===== config.mk =====
export PLATFORM = sky130hd
export DESIGN_NAME = capture_fsm
export DESIGN_NICKNAME = d
export VERILOG_FILES = /design/src/logic/eth_dump_pkg.sv /design/src/logic/capture_fsm.sv
export VERILOG_INCLUDE_DIRS = /design/src /design/src/include
export SDC_FILE = /design/constraint.sdc
export NUM_CORES = 1
export LEC_CHECK = 0
export BUFFER_PORTS_ARGS = -buffer_cell sky130_fd_sc_hd__buf_2
export CAP_MARGIN = 20
export CORE_AREA = 2 2 39 41
export DETAILED_ROUTE_END_ITERATION = 12
export DIE_AREA = 0 0 41 43
export GPL_ROUTABILITY_DRIVEN = 0
export MAX_ROUTING_LAYER = met4
export PLACE_DENSITY = 0.45
export SLEW_MARGIN = 20
export SYNTH_ARGS = -nofsm -noshare
export SYNTH_HDL_FRONTEND = slang
export SYNTH_SLANG_ARGS = --single-unit

===== constraint.sdc =====
create_clock -name mainclk -period 1.1 [get_ports mainclk]
set_input_delay 0.11 -clock mainclk [delete_from_list [all_inputs] [get_ports mainclk]]
set_output_delay 0.11 -clock mainclk [all_outputs]
set_load 0.005 [all_outputs]

===== src/include/eth_dump_defs.svh =====
`ifndef ETH_DUMP_DEFS_SVH
`define ETH_DUMP_DEFS_SVH

// mii receive data, one nibble per mainclk
`define ETH_NIBBLE_W 4

// one stored frame word
`define ETH_WORD_W 32

// nibbles packed per stored word
`define ETH_NIBBLES_PER_WORD 8

// frame ram geometry, 512 words of 32 bits
`define ETH_ADDR_W 9
`define ETH_FRAME_DEPTH 512

`endif

===== src/logic/eth_dump_pkg.sv =====
`include "eth_dump_defs.svh"

package eth_dump_pkg;

    // capture sequence, no error or playback states
    typedef enum logic [1:0] {
        cap_idle = 2'd0,
        cap_rec  = 2'd1,
        cap_dump = 2'd2
    } capture_state_t;

    typedef logic [`ETH_NIBBLE_W-1:0] mii_nibble_t;
    typedef logic [`ETH_WORD_W-1:0]   frame_word_t;
    typedef logic [`ETH_ADDR_W-1:0]   frame_addr_t;

    // one extra bit so a full ram (512) is representable
    typedef logic [`ETH_ADDR_W:0]     frame_len_t;

    // mii receive pins, already in the mainclk domain
    typedef struct packed {
        logic        dv;
        mii_nibble_t data;
    } mii_rx_t;

    // ram write port bundle
    typedef struct packed {
        logic        ena;
        frame_addr_t addr;
        frame_word_t data;
    } word_wr_t;

endpackage


===== src/logic/capture_fsm.sv =====
module capture_fsm
    import eth_dump_pkg::*;
(
    input  logic           mainclk,
    input  logic           rst,
    input  logic           arm,
    input  logic           rx_dv,
    input  frame_len_t     frame_len,
    input  logic           dump_done,
    output capture_state_t state
);

    // dv one cycle late
    // by the time it reads low the last word write has landed in frame_len
    logic rx_dv_q;

    always_ff @(posedge mainclk) begin
        if (rst) begin
            state   <= cap_idle;
            rx_dv_q <= 1'b0;
        end else begin
            rx_dv_q <= rx_dv;
            case (state)
                cap_idle: begin
                    // start nibble itself is not captured
                    if (arm && rx_dv) begin
                        state <= cap_rec;
                    end
                end
                cap_rec: begin
                    // frame over
                    if (!rx_dv_q) begin
                        // nothing stored, skip the dump
                        if (frame_len == '0) begin
                            state <= cap_idle;
                        end else begin
                            state <= cap_dump;
                        end
                    end
                end
                cap_dump: begin
                    if (dump_done) begin
                        state <= cap_idle;
                    end
                end
                default: begin
                    state <= cap_idle;
                end
            endcase
        end
    end

endmodule


==> metrics.txt, run 1 <==
Initial Utilization 0.0940; CTS max path bufs 2; Final #Nets 49; first-pass GRT wire length 648 um; flop2flop setup slack 130 ps; post-CTS setup buffers 0; via count 188; clock edge transition at the registers on the reported setup and hold paths 40 ps; maximum number of pins on one net before global-route repair 6; total wire length 471 um; row cnt 14; Max-cap violations 0; wire length per cell 9.61 um; total grt overflow 0; Die ar. 1760 um^2; final hold slack 84.3 ps; Iter 0 DRT Violations 2; Skew-Pair Late Insertion Delay 230 ps; Die Height 43 um; htree depth 1; GRT met3 Usage 0.0471; Die W 41 um; critical path class input port to flop; Fmax 960 MHz; CORE AREA 1380 um^2; share of layout cells above drive strength 1 0.697; boundary pin count 17; busiest grt layer met1; outcome finished, final reports clean; CP required 1200 ps; Slew @ Worst Pin 259 ps; n_diodes 0; Slew Limit Headroom 0.826; syn_area_per_cell 10.0 um^2; Clock Tree Root clkbuf_4; Area Overhead vs Synth 137%; maximum vdd ir drop 357 uV; Hold Crit Class input port to flop; final count of hold timing violations 0; Yosys warning count 0; arrival time worst endpoint 1140 ps; Yosys cell types 9; Slew Viols, Final 0; Post-Syn Nets 28; most common cell after layout, fill and taps aside buf_2; Synth Register Bits 3; met1 Resource Use GR 0.0828; startpoint types input port; TritonCTS clock tree built; port bufs 16; fin crit period 1040 ps; WHS Path Cells 2; initial antenna violation count 0; Final setup violation count 0; GR Util met2 0.0594; RSZ-0062 raised after global routing false; clk sinks 3; cells on worst reg2reg path 3; Antenna Nets Post-Route 0; global-route usage over all layers 0.0615; post-synthesis cell count 13; final HPWL from detailed placement 363 um; synthesized area 130 um^2; fin crit share 0.947; Via density 3.84; vias in the first global route 175; placed instance count 45; drt pass-1 iters 4; most frequent cells in the layout buf_2, clkbuf_4, dfxtp_1; pwr dens 1180 nW/um^2; sequential fraction of the synthesis area 0.462; crit-path max FO 1; Finished Layout Cells 49; fillers 151; Setup Skew 1.78 ps; crit end category flop; Num CTS Buffers 3; DR DRC count 0; Leak 0.131 nW
-- Yosys cell counts, drive strengths merged --
cell type	count	area share
inv	1	0.029
dfxtp	3	0.46
o41ai	2	0.13
nand2	1	0.029
nor4b	1	0.067
nor2b	1	0.048
or4	2	0.12
nand3b	1	0.058
a211oi	1	0.058
-- critical path, cell delays in order --
cell     delay [ps]
buf_6            90
or4_4           530
o41ai_4         300
o41ai_2         110
-- final timing paths --
path | start | to
worst min register to register | rx_dv_q | state[0]
worst max-delay path | frame_len[2] | state[1]
worst max register to register | state[1] | state[1]
worst min-delay path | dump_done | state[1]
-- per-layer routing --
layer	up-vias	share of wire
li1	92	-
met1	79	0.44
met2	17	0.35
met3	0	0.21
met4	0	0
met5	-	0
-- power by group --
part | internal, W | switching [W] | total (W)
logic | 0.0000321 | 0.0000190 | 0.0000511
registers | 0.000115 | 0.00000673 | 0.000121
clock network | 0.000136 | 0.0000551 | 0.000191
-- state kept, by name, indices dropped and copies added, names as in the netlist --
| name | flops |
|---|---|
| state | 2 |
| rx_dv_q | 1 |
-- cell type report --
class | count | area (um^2) | share of cell area
multi-input combinational | 9 | 111 | 0.362
timing repair buffer | 16 | 86.3 | 0.280
sequential | 3 | 60.1 | 0.195
clock buffer | 4 | 26.3 | 0.0854
tap | 16 | 20.0 | 0.0650
inverter | 1 | 3.75 | 0.0122
-- logic make-up after synthesis --
| group | Yosys count | synth area share |
|---|---|---|
| simple gates | 6 | 0.317 |
| compound gates | 3 | 0.192 |
| buf+inv | 1 | 0.0288 |
| flops | 3 | 0.462 |
-- metrics by stage --
step / instance area, um^2 / util / total power [W] / setup TNS (ps) / setup slack, ps
after global placement: 230 / 0.166 / 0.000160 / -179 / -179
after CTS: 256 / 0.185 / 0.000360 / 0 / 42.3
after floorplan: 130 / - / 0.000129 / -41.3 / -41.3
after global routing: 308 / 0.222 / 0.000398 / 0 / 11.8
after detailed placement: 230 / 0.166 / 0.000159 / -203 / -203
final: 308 / 0.222 / 0.000364 / 0 / 58.6
-- what timing repair did --
item / CTS / global route
gates resized for setup: 0 / 7
setup endpoints to repair: 0 / 1
hold buffers: 0 / 0
Power figures use the tool's default switching activity.
==> inputs of run 2 (changes only) <==
--- a/config.mk
+++ b/config.mk
@@ -8,12 +8,16 @@
 export LEC_CHECK = 0
 export BUFFER_PORTS_ARGS = -buffer_cell sky130_fd_sc_hd__buf_2
 export CAP_MARGIN = 20
-export CORE_AREA = 2 2 39 41
+export CELL_PAD_IN_SITES_DETAIL_PLACEMENT = 1
+export CELL_PAD_IN_SITES_GLOBAL_PLACEMENT = 2
+export CORE_MARGIN = 2
+export CORE_UTILIZATION = 10
 export DETAILED_ROUTE_END_ITERATION = 12
-export DIE_AREA = 0 0 41 43
 export GPL_ROUTABILITY_DRIVEN = 0
+export GPL_TIMING_DRIVEN = 0
 export MAX_ROUTING_LAYER = met4
-export PLACE_DENSITY = 0.45
+export PLACE_DENSITY = 0.72
+export SETUP_SLACK_MARGIN = 0.05
 export SLEW_MARGIN = 20
 export SYNTH_ARGS = -nofsm -noshare
 export SYNTH_HDL_FRONTEND = slang
==> metrics.txt, run 2 (synthesis gave the netlist of run 1 again) <==
Layout Utilization 0.273 (was 0.222); vias in the first global route 211 (was 175); n_diodes 0 (unchanged); fraction of power spent switching nets 0.207 (was 0.222); crit end category flop (unchanged); post-route cell area 315 um^2 (was 308 um^2); area of the multi-input gates 115 um^2 (was 111 um^2); critical path class input port to flop (unchanged); maximum vdd ir drop 401 uV (was 357 uV); CTS max path bufs 2 (unchanged); final hold slack 85.8 ps (was 84.3 ps); TritonCTS clock tree built (unchanged); Slew Limit Headroom 0.819 (was 0.826); Tot Pwr 0.000360 W (was 0.000364 W); largest reg by FF count state (unchanged); htree depth 1 (unchanged); arrival time worst endpoint 1200 ps (was 1140 ps); startpoint types input port (unchanged); boundary pin count 17 (unchanged); placed cell areas 228 um^2 (was 230 um^2); fin crit period 1110 ps (was 1040 ps); drt pass-1 iters 1 (was 4); final count of hold timing violations 0 (unchanged); pwr dens 1140 nW/um^2 (was 1180 nW/um^2); share of layout cells above drive strength 1 0.727 (was 0.697); total wire length 609 um (was 471 um); Num CTS Buffers 3 (unchanged); Slew @ Worst Pin 271 ps (was 259 ps); initial antenna violation count 0 (unchanged); failing checks negative setup slack; DR DRC count 0 (unchanged); max reg flops 2 (unchanged); fin crit share 1.00 (was 0.947); flip-flop and latch area 60.1 um^2 (unchanged); maximum number of pins on one net before global-route repair 6 (unchanged); fillers 135 (was 151); RSZ-0062 raised after global routing true (was false); Fmax 905 MHz (was 960 MHz); final HPWL from detailed placement 517 um (was 363 um); Initial Utilization 0.113 (was 0.0940); row cnt 12 (was 14); Sw Pwr 0.0000746 W (was 0.0000808 W); first-pass GRT wire length 972 um (was 648 um); Via density 4.02 (was 3.84); port bufs 16 (unchanged); clk sinks 3 (unchanged); via count 189 (was 188); Clock Tree Root clkbuf_4 (unchanged); Hold Crit Class input port to flop (unchanged); Cell Int Power 0.000285 W (was 0.000283 W); crit-path max FO 1 (unchanged); most common cell after layout, fill and taps aside buf_2 (unchanged); Skew-Pair Late Insertion Delay 220 ps (was 230 ps); Final setup violation count 1 (was 0); Leak 0.135 nW (was 0.131 nW); global-route usage over all layers 0.103 (was 0.0615); Setup Skew 0.601 ps (was 1.78 ps); Die Height 40.1 um (was 43 um); CORE AREA 1160 um^2 (was 1380 um^2); clock edge transition at the registers on the reported setup and hold paths 30 ps (was 40 ps); Die W 40.1 um (was 41 um); Slew Viols, Final 0 (unchanged); sequential fraction of design power 0.338 (was 0.334); clock share of power 0.509 (was 0.525); CP required 1190 ps (was 1200 ps); total grt overflow 0 (unchanged); Worst Slack Setup Final -5.04 ps (was 58.6 ps); Max-cap violations 0 (unchanged); Final #Nets 49 (unchanged); wire length per cell 13.0 um (was 9.61 um); Antenna Nets Post-Route 0 (unchanged); Top Registers state: 2 flops, rx_dv_q: 1 flops (unchanged); Iter 0 DRT Violations 0 (was 2); Die ar. 1610 um^2 (was 1760 um^2); post-CTS setup buffers 0 (unchanged); outcome finished, violations left (was finished, final reports clean); most frequent cells in the layout buf_2, clkbuf_4, dfxtp_1, or4_4, buf_6 (was buf_2, clkbuf_4, dfxtp_1); Logic pwr share 0.154 (was 0.140); Area Overhead vs Synth 142% (was 137%)
## run 2: cell counts in the layout (fill, tap and decap cells not counted)
No cell type changed its count.
## run 2: metal layers
layer / track usage / routed length (um) / vias to the layer above / share of wire
met1: 0.0888 / 201 / 90 / 0.33
met5: - / 0 / - / 0
met3: 0.0556 / 54 / 0 / 0.089
met4: 0.0517 / 0 / 0 / 0
li1: - / - / 92 / -
met2: 0.177 / 353 / 7 / 0.58
## run 2: worst max-delay path: stages
cell,delay [ps]
buf_6,90
or4_4,540
o41ai_4,330
o41ai_2,130
## run 2: repair_timing
action,in CTS,in global routing
pin swaps,2,2
hold endpoints to repair,0,0
hold buffers,0,0
resized for setup,6,3
endpoints found under the setup margin,1,1
## run 2: final timing paths
kind,end,slack (ps),depth (start not counted),from
hold / removal,state[1],90,2,dump_done
setup reg to reg,state[1],100,3,state[0]
setup / recovery,state[1],-5,4,frame_len[8]
hold reg to reg,state[0],510,2,rx_dv_q
## run 2: power groups by stage
stage	combinational (W)	sequential, W	clock (W)
finish	0.0000553	0.000121	0.000183
global route	0.0000600	0.000123	0.000196
CTS	0.0000503	0.000120	0.000192
detailed placement	0.0000394	0.000121	0
global placement	0.0000375	0.000120	0
floorplan	0.00000837	0.000120	0
## run 2: layout make-up
cell class / count / share of cell area
tap: 14 / 0.0556
clock buffer: 4 / 0.0833
sequential: 3 / 0.190
multi-input combinational: 9 / 0.365
timing repair buffer: 16 / 0.294
inverter: 1 / 0.0119
## run 2: through the flow
| step | TNS, ps | setup slack [ps] | cells |
|---|---|---|---|
| 6_report | -5.04 | -5.04 | 47 |
| 5_1_grt | -19.7 | -19.7 | 47 |
| 4_1_cts | 0 | 8.06 | 47 |
| 3_5_place_dp | -309 | -309 | 43 |
| 3_3_place_gp | -199 | -199 | 43 |
| 2_1_floorplan | -41.3 | -41.3 | 13 |
