[src/include/eth_dump_defs.svh]
`ifndef ETH_DUMP_DEFS_SVH
`define ETH_DUMP_DEFS_SVH

// mii receive data, one nibble per mainclk
`define ETH_NIBBLE_W 4

// one stored frame word
`define ETH_WORD_W 32

// nibbles packed per stored word
`define ETH_NIBBLES_PER_WORD 8

// frame ram geometry, 512 words of 32 bits
`define ETH_ADDR_W 9
`define ETH_FRAME_DEPTH 512

`endif
[src/logic/eth_dump_pkg.sv]
`include "eth_dump_defs.svh"

package eth_dump_pkg;

    // capture sequence, no error or playback states
    typedef enum logic [1:0] {
        cap_idle = 2'd0,
        cap_rec  = 2'd1,
        cap_dump = 2'd2
    } capture_state_t;

    typedef logic [`ETH_NIBBLE_W-1:0] mii_nibble_t;
    typedef logic [`ETH_WORD_W-1:0]   frame_word_t;
    typedef logic [`ETH_ADDR_W-1:0]   frame_addr_t;

    // one extra bit so a full ram (512) is representable
    typedef logic [`ETH_ADDR_W:0]     frame_len_t;

    // mii receive pins, already in the mainclk domain
    typedef struct packed {
        logic        dv;
        mii_nibble_t data;
    } mii_rx_t;

    // ram write port bundle
    typedef struct packed {
        logic        ena;
        frame_addr_t addr;
        frame_word_t data;
    } word_wr_t;

endpackage

[src/logic/rx_word_packer.sv]
`include "eth_dump_defs.svh"

module rx_word_packer
    import eth_dump_pkg::*;
(
    input  logic           mainclk,
    input  logic           rst,
    input  capture_state_t state,
    input  mii_rx_t        mii_rx,
    output logic           word_done,
    output frame_word_t    word
);

    // nibble shifter, new nibble enters at the top
    frame_word_t shift_q;
    frame_word_t shift_next;
    logic [2:0]  nib_cnt;
    logic        take;
    logic        last_nib;

    // only valid nibbles during rec are packed
    assign take       = (state == cap_rec) && mii_rx.dv;
    assign last_nib   = (nib_cnt == 3'(`ETH_NIBBLES_PER_WORD - 1));
    assign shift_next = {mii_rx.data, shift_q[`ETH_WORD_W-1:`ETH_NIBBLE_W]};

    // first nibble on the wire ends up in bits 3:0
    // so each byte already reads second*16 + first

    always_ff @(posedge mainclk) begin
        if (rst || state != cap_rec) begin
            // leftover nibbles of a partial word are dropped here
            nib_cnt   <= '0;
            shift_q   <= '0;
            word_done <= 1'b0;
        end else begin
            word_done <= 1'b0;
            if (take) begin
                shift_q <= shift_next;
                nib_cnt <= nib_cnt + 3'd1;
                // eighth nibble completes the word
                if (last_nib) begin
                    word_done <= 1'b1;
                end
            end
        end
    end

    // word payload, held until the next complete word
    always_ff @(posedge mainclk) begin
        if (take && last_nib) begin
            word <= shift_next;
        end
    end

endmodule

[config.mk]
export PLATFORM = sky130hd
export DESIGN_NAME = rx_word_packer
export DESIGN_NICKNAME = d
export VERILOG_FILES = /design/src/logic/eth_dump_pkg.sv /design/src/logic/rx_word_packer.sv
export VERILOG_INCLUDE_DIRS = /design/src /design/src/include
export SDC_FILE = /design/constraint.sdc
export NUM_CORES = 1
export LEC_CHECK = 0
export BUFFER_PORTS_ARGS = -buffer_cell sky130_fd_sc_hd__buf_2
export CELL_PAD_IN_SITES_DETAIL_PLACEMENT = 1
export CELL_PAD_IN_SITES_GLOBAL_PLACEMENT = 1
export CORE_MARGIN = 2
export CORE_UTILIZATION = 47
export CTS_CLUSTER_SIZE = 30
export DETAILED_ROUTE_END_ITERATION = 8
export GPL_TIMING_DRIVEN = 0
export HOLD_SLACK_MARGIN = 0.12
export PLACE_DENSITY_LB_ADDON = 0.1
export SYNTH_ARGS = -nofsm -noshare
export SYNTH_HDL_FRONTEND = slang
export SYNTH_SLANG_ARGS = --single-unit
export TNS_END_PERCENT = 30
[constraint.sdc]
create_clock -name mainclk -period 3.5 [get_ports mainclk]
set_input_delay 0.175 -clock mainclk [delete_from_list [all_inputs] [get_ports mainclk]]
set_output_delay 0.175 -clock mainclk [all_outputs]
set_load 0.005 [all_outputs]
==> results.py, run 1 <==
metrics = {
    "outcome": {
        "status": "complete, no violations",
    },
    "worst_setup_path": {
        "critPathKind": "reg2reg",
        "reg2reg_depth": 3,
        "critPathLaunchType": "flip-flop",
        "endpoint_kind": "flip-flop",
        "cp_max_fo": 33,
        "cp.arrival_ps": 1790,
        "crit_required_ps": 3450,
    },
    "timing": {
        "hold_viol_final": 0,
        "maxSlewViolCount": 0,
        "maxSlewHeadroom_pct": 46.4,
        "worstMarginPinSlew_ps": 804,
        "setup_ws_ps": 1660,
        "period_minus_slack_ps": 1840,
        "rsz0062_at_grt": "no",
        "max_clock_freq_mhz": 544,
        "setup_viol": 0,
        "skew_ps": 5.36,
        "setup_tns_ps": 0,
        "final.period_utilization_pct": 52.6,
    },
    "die": {
        "initial_core_util_pct": 48.9,
        "top_level_ports": 42,
        "core_um2": 4380,
        "die_area_um2": 5120,
        "fp.dieW_um": 71.6,
        "fp.dieH_um": 71.6,
        "num_rows": 24,
    },
    "placed_design": {
        "place_inst": 231,
        "pre_cts_slack_ps": 1640,
        "port_buffers": 40,
        "dp_hpwl_um": 2830,
        "dpl_cell_area_um2": 2410,
        "gp_congestion": 0.703,
    },
    "power_and_ir_drop": {
        "ir_worst_vdd_mv": 0.258,
        "leakagePower_nw": 1.12,
        "total_power_mw": 1.40,
        "p_per_area_nw_per_um2": 531,
    },
    "clocking": {
        "cts_max_level": 3,
        "clk_path_buf_depth": 2,
        "cts_root_buffer": "clkbuf_8",
        "cts_setup_buffers": 0,
        "cts.reportedPaths.clkPinSlew_ps": 60,
        "cts_inserted_buffers": 9,
        "cts.sinks": 64,
        "clk_latency_ps": 320,
        "ctsResizeCount": 0,
        "cts_tree": "done",
        "cts.hold.buffers_added": 5,
    },
    "grt": {
        "grt_pass1_wl_um": 6600,
        "grt_overflow": 0,
        "antenna_found_initial": 0,
        "gr-usage-all-layers_pct": 17.7,
        "grt_pass1_vias": 1351,
        "grt_max_degree": 34,
    },
    "flow_run": {
        "drv_cap": 0,
    },
    "logic_synthesis": {
        "ys_warn_count": 0,
        "synth_top_area_share_pct": 44.8,
        "yosys-top-cells-area": "edfxtp_1 45%, dfxtp_1 30%, mux2i_1 14%",
        "synth.yosys.seq_area_share_pct": 74.6,
        "synth_area_per_cell_um2": 15.4,
        "synth_area_leader_cell": "edfxtp_1",
        "yosys_register_bits": 64,
        "yosys.cell_types.count": 12,
        "synth_cells": 139,
        "syn_nets": 150,
        "syn_area_um2": 2150,
    },
    "final_layout": {
        "fillCellCount": 429,
        "antenna_cells": 0,
        "finalInstanceArea_um2": 2640,
        "layout.cells.non_filler": 252,
        "drive_above_1_share_pct": 31.5,
        "final_nets": 206,
        "area_growth_pct": 23.1,
    },
    "hold_path": {
        "min_delay_path_depth": 3,
        "hold_path.class": "in2reg",
    },
    "drt": {
        "wirelength_um": 4100,
        "vias": 1254,
        "drc": 0,
        "drtIter0Drc": 105,
        "antenna_left": 0,
        "wl_per_cell_um": 16.3,
        "drtPass1Iterations": 4,
        "vias_per_cell": 4.98,
    },
}
-- per-stage QoR --
step                      hold slack, ps  utilization (%)
after floorplan                      247                -
after global placement               343             55.0
after detailed placement             350             55.0
after CTS                            185             60.2
after global routing                 235             60.2
final                                185             60.2
-- power breakdown --
group	leakage, nW	internal (mW)	switching [mW]	total [mW]
clock	0.0941	0.326	0.253	0.579
combinational	0.451	0.0205	0.0205	0.0410
sequential	0.579	0.782	0.00107	0.783
-- critical path, cell delays in order (launching register included) --
cell     delay (ps)
dfxtp_1         350
ha_1            160
ha_1            150
and4b_2         770
-- cells in the mapped netlist --
| cell type | number |
|---|---|
| edfxtp_1 | 32 |
| xnor2_1 | 1 |
| and4b_2 | 1 |
| nor2_2 | 1 |
| nor2b_1 | 1 |
| buf_2 | 4 |
| mux2i_1 | 30 |
| ha_1 | 2 |
| buf_6 | 4 |
| dfxtp_1 | 32 |
| or3b_1 | 1 |
| nor2_1 | 30 |
-- sequential cells by signal, indices dropped and copies added (netlist names) --
| signal | flops |
|---|---|
| nib_cnt | 3 |
| shift_q | 28 |
| word | 32 |
| word_done | 1 |
-- kinds of logic (layout without fill, tap and decap cells) --
| logic type | after synthesis | count (layout) | share of synthesized area (%) |
|---|---|---|---|
| xor gates and xnor gates | 1 | 1 | 0.408 |
| adders and majority gates | 2 | 2 | 1.17 |
| buffers and inverters | 8 | 69 | 3.03 |
| DFF | 64 | 64 | 74.6 |
| muxes | 30 | 30 | 14.0 |
| and+or+nand+nor | 34 | 34 | 6.76 |
-- layer usage --
layer | vias to the layer above | wire [µm] | track usage [%]
met5 | - | 0 | 0
met4 | 0 | 76 | 9.43
met3 | 6 | 144 | 4.22
met2 | 29 | 2220 | 31.7
met1 | 619 | 1660 | 19.4
li1 | 600 | - | -
-- cell type report --
cell class	instances	area (µm²)	area share (%)
clock inverter	4	45.0	1.71
sequential	64	1600	60.6
tap	52	65.1	2.46
clock buffer	12	135	5.12
multi-input combinational	67	479	18.1
buffer	8	65.1	2.46
timing repair buffer	45	250	9.47
-- path summary, 6_finish.rpt --
path	start	to	slack [ps]
min	mii_rx[4]	shift_q[12]$_SDFFE_PP0P_	190
max reg2reg	nib_cnt[0]$_SDFFE_PP0P_	word[8]$_DFFE_PP_	1660
max	nib_cnt[0]$_SDFFE_PP0P_	word[8]$_DFFE_PP_	1660
min reg2reg	shift_q[6]$_SDFFE_PP0P_	word[2]$_DFFE_PP_	440
-- cells in the final DEF, fill, tap and decap left out, drive strengths merged, types with 2 or more instances in the layout --
cell type	count
dlygate4sd3	5
dfxtp	32
ha	2
clkbuf	12
buf	48
nor2	31
mux2i	30
edfxtp	32
clkinv	3
(Power assumes the default switching activity.)
==> inputs of run 2 (changes only) <==
Settings changed: CORE_UTILIZATION 47 to 39.
Clock period 3.5 ns to 1.53 ns, I/O delays scaled along.
==> run 2 against run 1 <==
Net effect:
- sequential power grew 130%
- clock skew grew 2.3 ps
- critical path depth did not move
- via count fell by 3.0%
- routed wire length decreased by 4.1%
- worst hold slack got worse by 34 ps
- sequential share of layout area is 2.4 points lower
- utilization is 9.4 points lower
- critical path type unchanged
- highest routed layer unchanged
==> results.py, run 2 (synthesis gave the netlist of run 1 again) <==
metrics = {
    "timing": {
        "skew_ps": 7.63,
        "final.period_utilization_pct": 95.3,
        "worstMarginPinSlew_ps": 326,
        "period_minus_slack_ps": 1460,
        "maxSlewViolCount": 0,
        "setup_viol": 0,
        "max_clock_freq_mhz": 686,
        "setup_tns_ps": 0,
        "hold_viol_final": 0,
        "maxSlewHeadroom_pct": 78.2,
        "rsz0062_at_grt": "no",
    },
    "placed_design": {
        "port_buffers": 40,
        "place_inst": 251,
        "dp_hpwl_um": 2430,
        "gp_congestion": 0.697,
    },
    "worst_setup_path": {
        "r2r_setup_slack_ps": 70,
        "cp.arrival_ps": 1470,
        "critPathKind": "reg2reg",
        "critical-path-slowest-cell": "and4b_4",
        "r2r-end": "word[30]$_DFFE_PP_",
        "cp_num_buf_inv": 0,
        "path_delay_family": "simple AND/OR/NAND/NOR gates",
        "critPathLaunchType": "flip-flop",
        "reg2reg_depth": 3,
        "critical_path.cell_chain": "ha_1 > ha_1 > and4b_4",
        "r2r_start": "nib_cnt[0]$_SDFFE_PP0P_",
        "cp_max_fo": 16,
        "cpMostUsedCell": "ha_1",
        "endpoint_kind": "flip-flop",
        "crit_required_ps": 1540,
        "slowest_delay_ps": 430,
    },
    "die": {
        "fp.dieH_um": 78.2,
        "core_um2": 5410,
        "fp.dieW_um": 78.2,
        "top_level_ports": 42,
        "initial_core_util_pct": 39.7,
        "die_area_um2": 6110,
        "num_rows": 27,
    },
    "power_and_ir_drop": {
        "switching_share_pct": 21.2,
        "p_sw_mw": 0.696,
        "power_frac_comb_pct": 2.9,
        "ir_worst_vdd_mv": 0.578,
        "internal_power_mw": 2.59,
        "p_per_area_nw_per_um2": 1200,
        "leakagePower_nw": 1.14,
        "pwr-share-clk_pct": 42.6,
        "pwr-share-seq_pct": 54.4,
    },
    "clocking": {
        "cts.reportedPaths.clkPinSlew_ps": 70,
        "cts_root_buffer": "clkbuf_8",
        "cts_tree": "done",
        "clk_latency_ps": 330,
        "cts.sinks": 64,
        "cts_max_level": 3,
        "cts_inserted_buffers": 9,
        "clk_path_buf_depth": 2,
    },
    "drt": {
        "drtPass1Iterations": 3,
        "vias": 1217,
        "antenna_left": 0,
        "wirelength_um": 3930,
        "drc": 0,
        "wl_per_cell_um": 14.3,
        "drtIter0Drc": 49,
        "vias_per_cell": 4.41,
    },
    "grt": {
        "grt_pass1_vias": 1286,
        "grt_max_degree": 18,
        "grt_pass1_wl_um": 6320,
        "antenna_found_initial": 0,
        "gr-usage-all-layers_pct": 14.2,
        "grt_overflow": 0,
    },
    "final_layout": {
        "finish.utilization_pct": 50.9,
        "area_growth_pct": 28.2,
        "reg.largest.list": "word x32, shift_q x28, nib_cnt x3",
        "layout.cells.non_filler": 276,
        "largest_reg_flops": 32,
        "final_cell_mix": "44 x buf_2, 32 x dfxtp_1, 32 x edfxtp_1",
        "fillCellCount": 556,
        "drive_above_1_share_pct": 33.3,
        "final_nets": 210,
        "largest-register": "word",
        "antenna_cells": 0,
        "final_common_cell": "buf_2",
    },
    "hold_path": {
        "min_to": "shift_q[12]$_SDFFE_PP0P_",
        "min_delay_path_depth": 4,
        "hold_path.class": "in2reg",
        "hold_start": "state[1]",
    },
    "outcome": {
        "status": "complete, no violations",
    },
    "flow_run": {
        "drv_cap": 0,
    },
}
## run 2: changes by cell type in the layout (fill, tap and decap cells not counted)
| cell | delta |
|---|---|
| clkinv_2 | -3 |
| clkinvlp_4 | +3 |
| and4b_4 | +2 |
| buf_12 | +2 |
| clkbuf_1 | -2 |
| clkinv_4 | +2 |
| and4b_2 | -1 |
| dlygate4sd3_1 | +1 |
## run 2: metal layers
layer | routed length (µm) | GRT usage [%] | vias up | part of all wire (%)
met1 | 1800 | 17.1 | 577 | 46
met3 | 163 | 5.06 | 7 | 4.1
met5 | 0 | 0 | - | 0
met4 | 63 | 7.37 | 0 | 1.6
met2 | 1910 | 22.3 | 29 | 49
li1 | - | - | 604 | -
## run 2: worst reg2reg max path, stage by stage (launching register included)
cell,delay [ps]
dfxtp_1,360
ha_1,170
ha_1,190
and4b_4,430
## run 2: cell type report
cell class                 count  area, µm²  share of cell area (%)
multi-input combinational     68        495                    18.0
clock buffer                  10        128                    4.64
tap                           72       90.1                    3.28
clock inverter                 6       70.1                    2.55
buffer                         8       65.1                    2.37
timing repair buffer          48        300                    10.9
sequential                    64       1600                    58.2
## run 2: worst max path at each step
stage,depth (start not counted),to,slack [ps],start
2_1_floorplan,3,word[0]$_DFFE_PP_,100,nib_cnt[0]$_SDFFE_PP0P_
3_3_place_gp,3,word[24]$_DFFE_PP_,-80,nib_cnt[0]$_SDFFE_PP0P_
3_5_place_dp,3,word[9]$_DFFE_PP_,-90,nib_cnt[0]$_SDFFE_PP0P_
4_1_cts,3,word[3]$_DFFE_PP_,20,nib_cnt[0]$_SDFFE_PP0P_
5_1_grt,3,word[30]$_DFFE_PP_,5,nib_cnt[0]$_SDFFE_PP0P_
6_report,3,word[30]$_DFFE_PP_,70,nib_cnt[0]$_SDFFE_PP0P_
## run 2: timing repair
item,CTS,global route
endpoints found under the hold margin,10,0
setup buffers,0,2
hold buffers,6,0
gates resized for setup,1,0
setup endpoints to repair,32,17
gates cloned,1,0
pin swaps,1,0
## run 2: power by group through the flow
| stage | clock network (mW) | registers, mW | logic, mW |
|---|---|---|---|
| global route | 1.51 | 1.79 | 0.106 |
| CTS | 1.44 | 1.79 | 0.0988 |
| floorplan | 0 | 1.83 | 0.0596 |
| finish | 1.40 | 1.79 | 0.0968 |
| global placement | 0 | 1.83 | 0.0824 |
| detailed placement | 0 | 1.83 | 0.0835 |
## run 2: per-stage QoR
stage	total power [mW]	cell area (µm²)	setup WS, ps	hold slack, ps
final	3.29	2750	72.1	151
after global routing	3.40	2750	5.44	172
after CTS	3.32	2710	22.6	150
after detailed placement	1.91	2440	-86.9	257
after global placement	1.91	2440	-76.9	248
after floorplan	1.89	2150	96.5	148
