## src/include/eth_dump_defs.svh

```systemverilog
`ifndef ETH_DUMP_DEFS_SVH
`define ETH_DUMP_DEFS_SVH

// mii receive data, one nibble per mainclk
`define ETH_NIBBLE_W 4

// one stored frame word
`define ETH_WORD_W 32

// nibbles packed per stored word
`define ETH_NIBBLES_PER_WORD 8

// frame ram geometry, 512 words of 32 bits
`define ETH_ADDR_W 9
`define ETH_FRAME_DEPTH 512

`endif
```

## src/logic/eth_dump_pkg.sv

```systemverilog
`include "eth_dump_defs.svh"

package eth_dump_pkg;

    // capture sequence, no error or playback states
    typedef enum logic [1:0] {
        cap_idle = 2'd0,
        cap_rec  = 2'd1,
        cap_dump = 2'd2
    } capture_state_t;

    typedef logic [`ETH_NIBBLE_W-1:0] mii_nibble_t;
    typedef logic [`ETH_WORD_W-1:0]   frame_word_t;
    typedef logic [`ETH_ADDR_W-1:0]   frame_addr_t;

    // one extra bit so a full ram (512) is representable
    typedef logic [`ETH_ADDR_W:0]     frame_len_t;

    // mii receive pins, already in the mainclk domain
    typedef struct packed {
        logic        dv;
        mii_nibble_t data;
    } mii_rx_t;

    // ram write port bundle
    typedef struct packed {
        logic        ena;
        frame_addr_t addr;
        frame_word_t data;
    } word_wr_t;

endpackage

```

## src/logic/frame_addr_counter.sv

```systemverilog
`include "eth_dump_defs.svh"

module frame_addr_counter
    import eth_dump_pkg::*;
(
    input  logic           mainclk,
    input  logic           rst,
    input  capture_state_t state,
    input  logic           word_done,
    input  frame_word_t    word,
    output word_wr_t       wr,
    output frame_len_t     frame_len,
    output logic           overflow
);

    capture_state_t prev_state;
    logic           rec_entry;
    logic           full;

    // first cycle of rec
    assign rec_entry = (state == cap_rec) && (prev_state != cap_rec);

    // stop writing instead of wrapping the address
    assign full = (frame_len == frame_len_t'(`ETH_FRAME_DEPTH));

    // write lands in the same cycle as word_done
    // word count doubles as the next free address
    always_comb begin
        wr.ena  = word_done && (state == cap_rec) && !full;
        wr.addr = frame_len[`ETH_ADDR_W-1:0];
        wr.data = word;
    end

    always_ff @(posedge mainclk) begin
        if (rst) begin
            prev_state <= cap_idle;
            frame_len  <= '0;
            overflow   <= 1'b0;
        end else begin
            prev_state <= state;
            if (rec_entry) begin
                // new frame, address back to zero
                frame_len <= '0;
                overflow  <= 1'b0;
            end else if (wr.ena) begin
                frame_len <= frame_len + 1'b1;
            end else if (word_done && full) begin
                // sticky until next frame
                overflow <= 1'b1;
            end
        end
    end

endmodule

```

## config.mk

```make
export PLATFORM = sky130hd
export DESIGN_NAME = frame_addr_counter
export DESIGN_NICKNAME = d
export VERILOG_FILES = /design/src/logic/eth_dump_pkg.sv /design/src/logic/frame_addr_counter.sv
export VERILOG_INCLUDE_DIRS = /design/src /design/src/include
export SDC_FILE = /design/constraint.sdc
export NUM_CORES = 1
export LEC_CHECK = 0
export BUFFER_PORTS_ARGS = -buffer_cell sky130_fd_sc_hd__buf_2
export CAP_MARGIN = 20
export CORE_MARGIN = 4
export CORE_UTILIZATION = 36
export CTS_CLUSTER_DIAMETER = 40
export CTS_CLUSTER_SIZE = 14
export DETAILED_ROUTE_END_ITERATION = 10
export HOLD_SLACK_MARGIN = 0.02
export PLACE_DENSITY = 0.89
export SYNTH_ARGS = -nofsm -noshare
export SYNTH_HDL_FRONTEND = slang
export SYNTH_SLANG_ARGS = --single-unit
```

## constraint.sdc

```tcl
create_clock -name mainclk -period 1.7 [get_ports mainclk]
set_clock_uncertainty 0.15 [all_clocks]
set_input_delay 0.255 -clock mainclk [delete_from_list [all_inputs] [get_ports mainclk]]
set_output_delay 0.255 -clock mainclk [all_outputs]
set_load 0.1 [all_outputs]
```

==> impl_metrics.toml, run 1 <==
[outcome]
status = "complete, but fails checks"
violations = "negative setup slack"

[setup_path]
critPathLaunchType = "flop"
cp_data_required_time_ns = 1.29
cpMaxStageDelayCell = "dfxtp_4"
arrival_ns = 1.33
r2r-end = "frame_len[1]"
max_stage_delay_ns = 0.36
rr_startpoint = "frame_len[5]"
path_class = "reg -> out"
endpoint_kind = "output port"
rrSetupSlack_ns = 0.11
reg2regPathDepth = 6
crit_chain = "nor4_4, a41oi_4, buf_12"
worstSetupEndpoint = "wr[41]"
cp-startpoint = "frame_len[5]"
crit_fanout = 2

[timing]
setup-violations-final = 1
rsz0062_at_grt = "yes"
whs_ns = 0.0835
timing.final.ws_setup_ns = -0.0381
period_share = 1.02
hold_viol_final = 0
slew_violations = 0
worst_pin_slew_ns = 0.489
post-route-min-period_ns = 1.74
max_slew_margin = 0.676
fmax_ghz = 0.575

[final_layout]
antennaDiodeCount = 0
stdcell_count = 133
regArea_sq_um = 298
layout-drive-gt1-share = 0.495
fillers = 259
area_growth_pct = 3.10
nNetsFinal = 143
post-route-util = 0.386
multiInputGateArea_sq_um = 385

[floorplan]
die_area_sq_mm = 0.00346
die_w_um = 58.8
fp.dieH_um = 58.8
fp-row-count = 18
io_pins = 90
start_util = 0.375
fp.coreArea_sq_mm = 0.00248

[place]
dp.cells = 124
gp_congestion = 0.897
port_buffers = 25
dpl_worst_slack_ns = 0.166
dp_hpwl_mm = 1.43

[detailed_routing]
first_iter_violations = 7
wire_per_inst_um = 14.1
routed_via_density = 5.00
drt_pre_antenna_iters = 3
ant_nets = 0
routed-via-count = 665
wirelength_mm = 1.87
drc = 0

[pwr]
ir_drop_mv = 0.416
power_density_mw_per_mm2 = 583
power_leakage_nw = 0.421

[yosys]
yosysTopAreaCellShare = 0.332
yosysUniqueCellTypes = 29
synth_flop_cell = "dfxtp_1"
synth_area_sq_um = 928
yosysWarnings = 0
post_synth.cell_area_avg_sq_um = 8.52
synth-seq-cells = 13
syn_nets = 148
synth_cells = 109
synthTopCellsByArea = "buf_4 (33%), dfxtp_1 (28%), xnor2_1 (3.8%), nor2_1 (3.6%), ha_1 (2.7%)"
synth_largest_area_cell = "buf_4"
ys_async_sr_fraction = 0
synth_enable_flop_cells = 0
seq_area_frac_synth = 0.280

[cts]
path_clk_slew_ns = 0.08
clockRootBuffer = "clkbuf_4"
clock_latency_ns = 0.27
cts-htree-levels = 1
cts_tree = "yes"
clk_path_buf_depth = 2
cts_sinks = 13
cts_buffers = 3

[global_route]
grt_use_total = 0.112
antenna_found_initial = 0
grt_pass1_wl_mm = 3.04
grt_max_degree = 11
grt_pass1_vias = 622
grt.overflow.total = 0

[worst_hold_path]
hold_path.class = "in -> reg"

[run]
maxCapViolCount = 0
[cells in the mapped netlist (2+ instances only)]
cell	number
ha_1	2
nor3_1	3
inv_1	4
nand2_1	2
nor2_1	9
and4_1	2
a21oi_1	2
buf_4	41
nand4_1	2
dfxtp_1	13
or3_1	2
xor2_1	2
nor2b_1	3
nand3_1	4
xnor2_1	4
[worst max-delay path: cells and delay by family, from the launching register on]
kind | cells | cell delay (ns)
DFF | 1 | 0.36
and+or+nand+nor | 1 | 0.33
buffers and inverters | 1 | 0.20
AOI/OAI and AO/OA | 1 | 0.18
[state kept, by name (all words and copies together), names as in the netlist]
name and count:
prev_state 2, overflow 1, frame_len 10
[worst min path at each step]
stage | cells past startpoint | slack (ns) | start | endpoint
finish | 2 | 0.08 | state[0] | prev_state[0]
global route | 2 | 0.08 | state[0] | prev_state[0]
CTS | 2 | 0.08 | state[0] | prev_state[0]
detailed placement | 2 | 0.30 | rst | prev_state[0]
global placement | 2 | 0.30 | rst | prev_state[0]
floorplan | 1 | 0.18 | rst | prev_state[0]
[timing repair]
item,4_1_cts,5_1_grt
hold buffers,1,0
endpoints found under the setup margin,1,1
hold endpoints to repair,2,0
pin swaps,2,2
gates resized for setup,0,0
setup buffers,3,1
[layout make-up]
type / instances / area share
tap: 30 / 0.0392
multi-input combinational: 50 / 0.403
sequential: 13 / 0.311
clock buffer: 4 / 0.0275
timing repair buffer: 32 / 0.204
inverter: 4 / 0.0157
[routing by layer]
layer  track usage  vias to the layer above  share of wire
met3        0.0526                        8           0.14
met1         0.134                      302           0.39
met4        0.0291                        0          0.017
met2         0.181                       39           0.45
li1              -                      316              -
met5             0                        -              0
[where the power goes]
group | internal [mW] | switching [mW] | leakage [nW]
combinational | 0.0258 | 0.0472 | 0.292
sequential | 0.293 | 0.00258 | 0.113
clock | 0.0909 | 0.0984 | 0.0150
total | 0.410 | 0.148 | 0.421
[placed cells by master (no fill, tap or decap), types with 2 or more instances in the layout]
master,instances
a21oi_1,2
and4_1,2
buf_2,24
buf_4,6
clkbuf_4,3
dfxtp_1,3
dfxtp_4,10
inv_1,2
inv_2,2
nand2_1,2
nand3_1,4
nand4_1,2
nor2_1,9
nor2b_1,3
nor3_1,3
or3_1,2
xnor2_1,4
xor2_1,2
[cells by family after synthesis]
logic type      after synthesis  synth area share
compound gates                8            0.0714
xor+xnor                      6            0.0566
fa+ha+maj                     2            0.0269
buf+inv                      46             0.352
flops                        13             0.280
mux                           1            0.0108
simple gates                 33             0.202
[per-stage QoR]
step | power (mW) | TNS [ns] | cell area [sq um]
floorplan | 0.707 | -0.634 | 1010
global placement | 0.370 | 0 | 891
detailed placement | 0.372 | 0 | 891
CTS | 0.564 | -0.0480 | 950
global route | 0.590 | -0.101 | 957
finish | 0.558 | -0.0381 | 957
Note: power is estimated with default switching activity, not from simulation.
==> run 2: changes to the inputs <==
--- a/config.mk
+++ b/config.mk
@@ -8,13 +8,15 @@
 export LEC_CHECK = 0
 export BUFFER_PORTS_ARGS = -buffer_cell sky130_fd_sc_hd__buf_2
 export CAP_MARGIN = 20
+export CELL_PAD_IN_SITES_DETAIL_PLACEMENT = 0
+export CELL_PAD_IN_SITES_GLOBAL_PLACEMENT = 1
 export CORE_MARGIN = 4
-export CORE_UTILIZATION = 36
+export CORE_UTILIZATION = 23
 export CTS_CLUSTER_DIAMETER = 40
 export CTS_CLUSTER_SIZE = 14
 export DETAILED_ROUTE_END_ITERATION = 10
 export HOLD_SLACK_MARGIN = 0.02
-export PLACE_DENSITY = 0.89
+export PLACE_DENSITY = 0.88
 export SYNTH_ARGS = -nofsm -noshare
 export SYNTH_HDL_FRONTEND = slang
 export SYNTH_SLANG_ARGS = --single-unit
==> impl_metrics.toml, run 2 (synthesized netlist as in run 1, its figures left out) <==
[outcome]
status = "complete, but fails checks"
violations = "negative setup slack"

[pwr]
ir_drop_mv = 0.400
power_leakage_nw = 0.417
power_density_mw_per_mm2 = 661

[place]
postPlaceCellArea_sq_um = 906
dp_hpwl_mm = 1.32
port_buffers = 25
dpl_worst_slack_ns = 0.0916
gp_congestion = 0.787

[cts]
clockRootBuffer = "clkbuf_8"
ctsResizeCount = 0
clk_path_buf_depth = 2
cts_tree = "yes"
cts_hold_buffers = 0
cts_sinks = 13
cts-htree-levels = 1
clock_latency_ns = 0.24
path_clk_slew_ns = 0.06
cts_buffers = 3

[final_layout]
antennaDiodeCount = 0
fillers = 413
stdcell_area_sq_um = 975
area_growth_pct = 4.99
final_common_cell = "buf_2"
nNetsFinal = 140
top_regs = "frame_len x10, prev_state x2, overflow x1"
regMostFlops = "frame_len"
largest_register_ffs = 10
layout-drive-gt1-share = 0.500
post-route-util = 0.258
final_cell_mix = "buf_2 (24), dfxtp_4 (10), nor2_1 (9)"

[timing]
period_share = 1.00
slew_violations = 0
fmax_ghz = 0.586
rsz0062_at_grt = "yes"
post-route-min-period_ns = 1.71
hold_viol_final = 0
setup-violations-final = 1
finalSetupTns_ns = -0.00662
max_slew_margin = 0.671
whs_ns = 0.0401
timing.final.ws_setup_ns = -0.00662
worst_pin_slew_ns = 0.497

[global_route]
grt_pass1_wl_mm = 2.71
antenna_found_initial = 0
grt_pass1_vias = 537
grt_max_degree = 11
grt_use_total = 0.0702
grt.overflow.total = 0

[run]
maxCapViolCount = 0

[floorplan]
io_pins = 90
fp-row-count = 22
start_util = 0.246
die_area_sq_mm = 0.00512
fp.dieH_um = 71.5
die_w_um = 71.5
fp.coreArea_sq_mm = 0.00377

[detailed_routing]
ant_nets = 0
first_iter_violations = 16
routed_via_density = 4.24
drt_pre_antenna_iters = 4
highest-signal-layer = "met4"
wl_met3_um = 223
routed-via-count = 627
drc = 0
wirelength_mm = 1.72
wl_met1_um = 830
wl_met2_um = 639
wire_per_inst_um = 11.6

[setup_path]
arrival_ns = 1.30
path_class = "reg -> out"
critPathLaunchType = "flop"
cp_data_required_time_ns = 1.29
endpoint_kind = "output port"
crit_fanout = 2

[worst_hold_path]
hold_path.class = "in -> reg"
run 2: cell count changes in the layout (fill, tap and decap cells not counted), sizes merged:
cell | before | now
buf | 31 | 29
clkbuf | 4 | 3
clkinv | 0 | 1
dlygate4sd3 | 1 | 0
run 2: repair_timing:
item | 4_1_cts | 5_1_grt
endpoints found under the setup margin | 1 | 1
hold endpoints to repair | 0 | 0
setup buffers | 3 | 0
pin swaps | 2 | 2
run 2: through the flow:
step,power [mW],std cells
finish,0.644,148
global route,0.675,148
CTS,0.658,148
detailed placement,0.370,141
global placement,0.370,141
floorplan,0.707,109
run 2: path summary, 6_finish.rpt:
check                                   from             to  slack [ns]  depth (start not counted)
worst max-delay path            frame_len[5]         wr[41]      -0.007                          3
worst min-delay path                     rst  prev_state[0]        0.04                          2
worst min register to register      overflow       overflow        0.34                          2
worst max register to register  frame_len[0]   frame_len[2]        0.23                          5
run 2: final cells by class:
class                   instances  area, sq um  share of cell area
well taps                      48         60.1              0.0616
multi-input cells              50          385               0.395
repair buffers                 29          170               0.175
clock inverters                 1         5.00             0.00513
flip-flops and latches         13          298               0.306
clock buffers                   3         41.3              0.0424
inverters                       4         15.0              0.0154
run 2: routing by layer:
| metal | up-vias | track usage |
|---|---|---|
| met2 | 27 | 0.0918 |
| met1 | 284 | 0.0940 |
| met3 | 6 | 0.0337 |
| met4 | 0 | 0.0355 |
| met5 | - | 0 |
| li1 | 310 | - |
run 2: power breakdown:
group | leakage [nW] | switching, mW | internal (mW)
combinational | 0.278 | 0.0456 | 0.0222
clock | 0.0255 | 0.118 | 0.162
sequential | 0.113 | 0.00307 | 0.294
run 2: critical path, cell delays in order (launching register included):
cell and delay, ns:
dfxtp_4 0.35, nor4_4 0.33, a41oi_4 0.17, buf_12 0.19
==> run 3: changes to the inputs <==
--- a/config.mk
+++ b/config.mk
@@ -16,7 +16,7 @@
 export CTS_CLUSTER_SIZE = 14
 export DETAILED_ROUTE_END_ITERATION = 10
 export HOLD_SLACK_MARGIN = 0.02
-export PLACE_DENSITY = 0.88
+export PLACE_DENSITY_LB_ADDON = 0.1
 export SYNTH_ARGS = -nofsm -noshare
 export SYNTH_HDL_FRONTEND = slang
 export SYNTH_SLANG_ARGS = --single-unit
==> constraint.sdc (replaced) <==
create_clock -name mainclk -period 1.9 [get_ports mainclk]
set_clock_uncertainty 0.15 [all_clocks]
set_input_delay 0.285 -clock mainclk [delete_from_list [all_inputs] [get_ports mainclk]]
set_output_delay 0.285 -clock mainclk [all_outputs]
set_load 0.1 [all_outputs]
==> impl_metrics.toml, run 3 (synthesized netlist as in run 1, its figures left out) <==
[outcome]
status = "finished clean"

[pwr]
intPower_uw = 429
p_total_uw = 577
power_density_mw_per_mm2 = 606
power_leakage_nw = 0.398
p_sw_frac = 0.256
power_frac_comb = 0.104
p_clk_frac = 0.436
pwr-share-seq = 0.460
ir_drop_mv = 0.176
netSwitchingPower_uw = 147

[setup_path]
endpoint_kind = "output port"
crit_fanout = 7
cp_data_required_time_ns = 1.46
max_stage_delay_ns = 0.37
arrival_ns = 1.36
critPathLaunchType = "flop"
path_class = "reg -> out"
cpMaxStageDelayCell = "dfxtp_4"
crit_chain = "nor4_4, a41oi_4, buf_12"

[detailed_routing]
wire_per_inst_um = 13.6
first_iter_violations = 2
drc = 0
wirelength_mm = 1.98
routed_via_density = 4.22
routed-via-count = 612
ant_nets = 0
drt_pre_antenna_iters = 4

[timing]
finalSetupTns_ns = 0
hold_viol_final = 0
setup-violations-final = 0
fmax_ghz = 0.556
whs_ns = 0.0768
timing.final.ws_setup_ns = 0.103
slew_violations = 0
post-route-min-period_ns = 1.80
period_share = 0.946
rsz0062_at_grt = "no"
max_slew_margin = 0.671
worst_pin_slew_ns = 0.497

[global_route]
grt_max_degree = 11
grt.overflow.total = 0
grt_pass1_wl_mm = 3.02
antenna_found_initial = 0
grt_use_total = 0.0752
grt_pass1_vias = 576

[place]
port_buffers = 25
dpl_worst_slack_ns = 0.169
dp.cells = 141
dp_hpwl_mm = 1.62
gp_congestion = 0.679
postPlaceCellArea_sq_um = 906

[cts]
clockRootBuffer = "clkbuf_8"
cts_tree = "yes"
clk_path_buf_depth = 2
clock_latency_ns = 0.24
cts-htree-levels = 1
ctsResizeCount = 0
cts_hold_buffers = 0
cts_sinks = 13
path_clk_slew_ns = 0.06
cts_buffers = 3
post_cts_buffers = 0

[floorplan]
io_pins = 90
start_util = 0.246
die_area_sq_mm = 0.00512
fp-row-count = 22
fp.coreArea_sq_mm = 0.00377
fp.dieH_um = 71.5
die_w_um = 71.5

[final_layout]
final_cell_mix = "buf_2 (24), dfxtp_4 (10), nor2_1 (9), xnor2_1 (4), nand3_1 (4)"
multiInputGateArea_sq_um = 385
layout-drive-gt1-share = 0.474
largest_register_ffs = 10
area_growth_pct = 2.43
regArea_sq_um = 298
top_regs = "frame_len x10, prev_state x2, overflow x1"
stdcell_area_sq_um = 951
post-route-util = 0.252
stdcell_count = 145
antennaDiodeCount = 0
nNetsFinal = 137
final_common_cell = "buf_2"
fillers = 419
regMostFlops = "frame_len"

[worst_hold_path]
hold_path.class = "in -> reg"

[run]
maxCapViolCount = 0
==> run 3: cell types whose count changed in the layout (fill, tap and decap cells not counted) <==
cell      change
clkinv_2      -1
clkbuf_1      +1
buf_4         -3
==> run 3: per-layer routing <==
layer | GRT usage | wire (um) | vias to the layer above | share of wire
met1 | 0.0884 | 839 | 266 | 0.42
met2 | 0.107 | 865 | 39 | 0.44
met3 | 0.0365 | 227 | 6 | 0.11
met5 | 0 | 0 | - | 0
met4 | 0.0501 | 44 | 0 | 0.022
li1 | - | - | 301 | -
==> run 3: cell type report <==
class / count / share of cell area
flip-flops and latches: 13 / 0.313
multi-input cells: 50 / 0.405
well taps: 48 / 0.0632
inverters: 4 / 0.0158
repair buffers: 26 / 0.155
clock buffers: 4 / 0.0474
==> run 3: worst paths after layout <==
check                                  start  depth (start not counted)       endpoint  slack [ns]
worst max register to register  frame_len[0]                          5   frame_len[2]        0.44
worst max-delay path            frame_len[7]                          3         wr[41]        0.10
worst min-delay path                     rst                          2  prev_state[1]        0.08
worst min register to register      overflow                          2       overflow        0.33
==> run 3: critical path, delay by kind of cell, from the launching register on <==
family          cells  cell delay [ns]
simple gates        1             0.34
flops               1             0.37
buf+inv             1             0.21
compound gates      1             0.20
==> run 3: power groups by stage <==
stage | registers (mW) | clock network [mW] | logic [mW]
final | 0.265 | 0.251 | 0.0602
after global routing | 0.266 | 0.267 | 0.0644
after CTS | 0.265 | 0.260 | 0.0613
after detailed placement | 0.272 | 0 | 0.0613
after global placement | 0.271 | 0 | 0.0619
after floorplan | 0.279 | 0 | 0.353
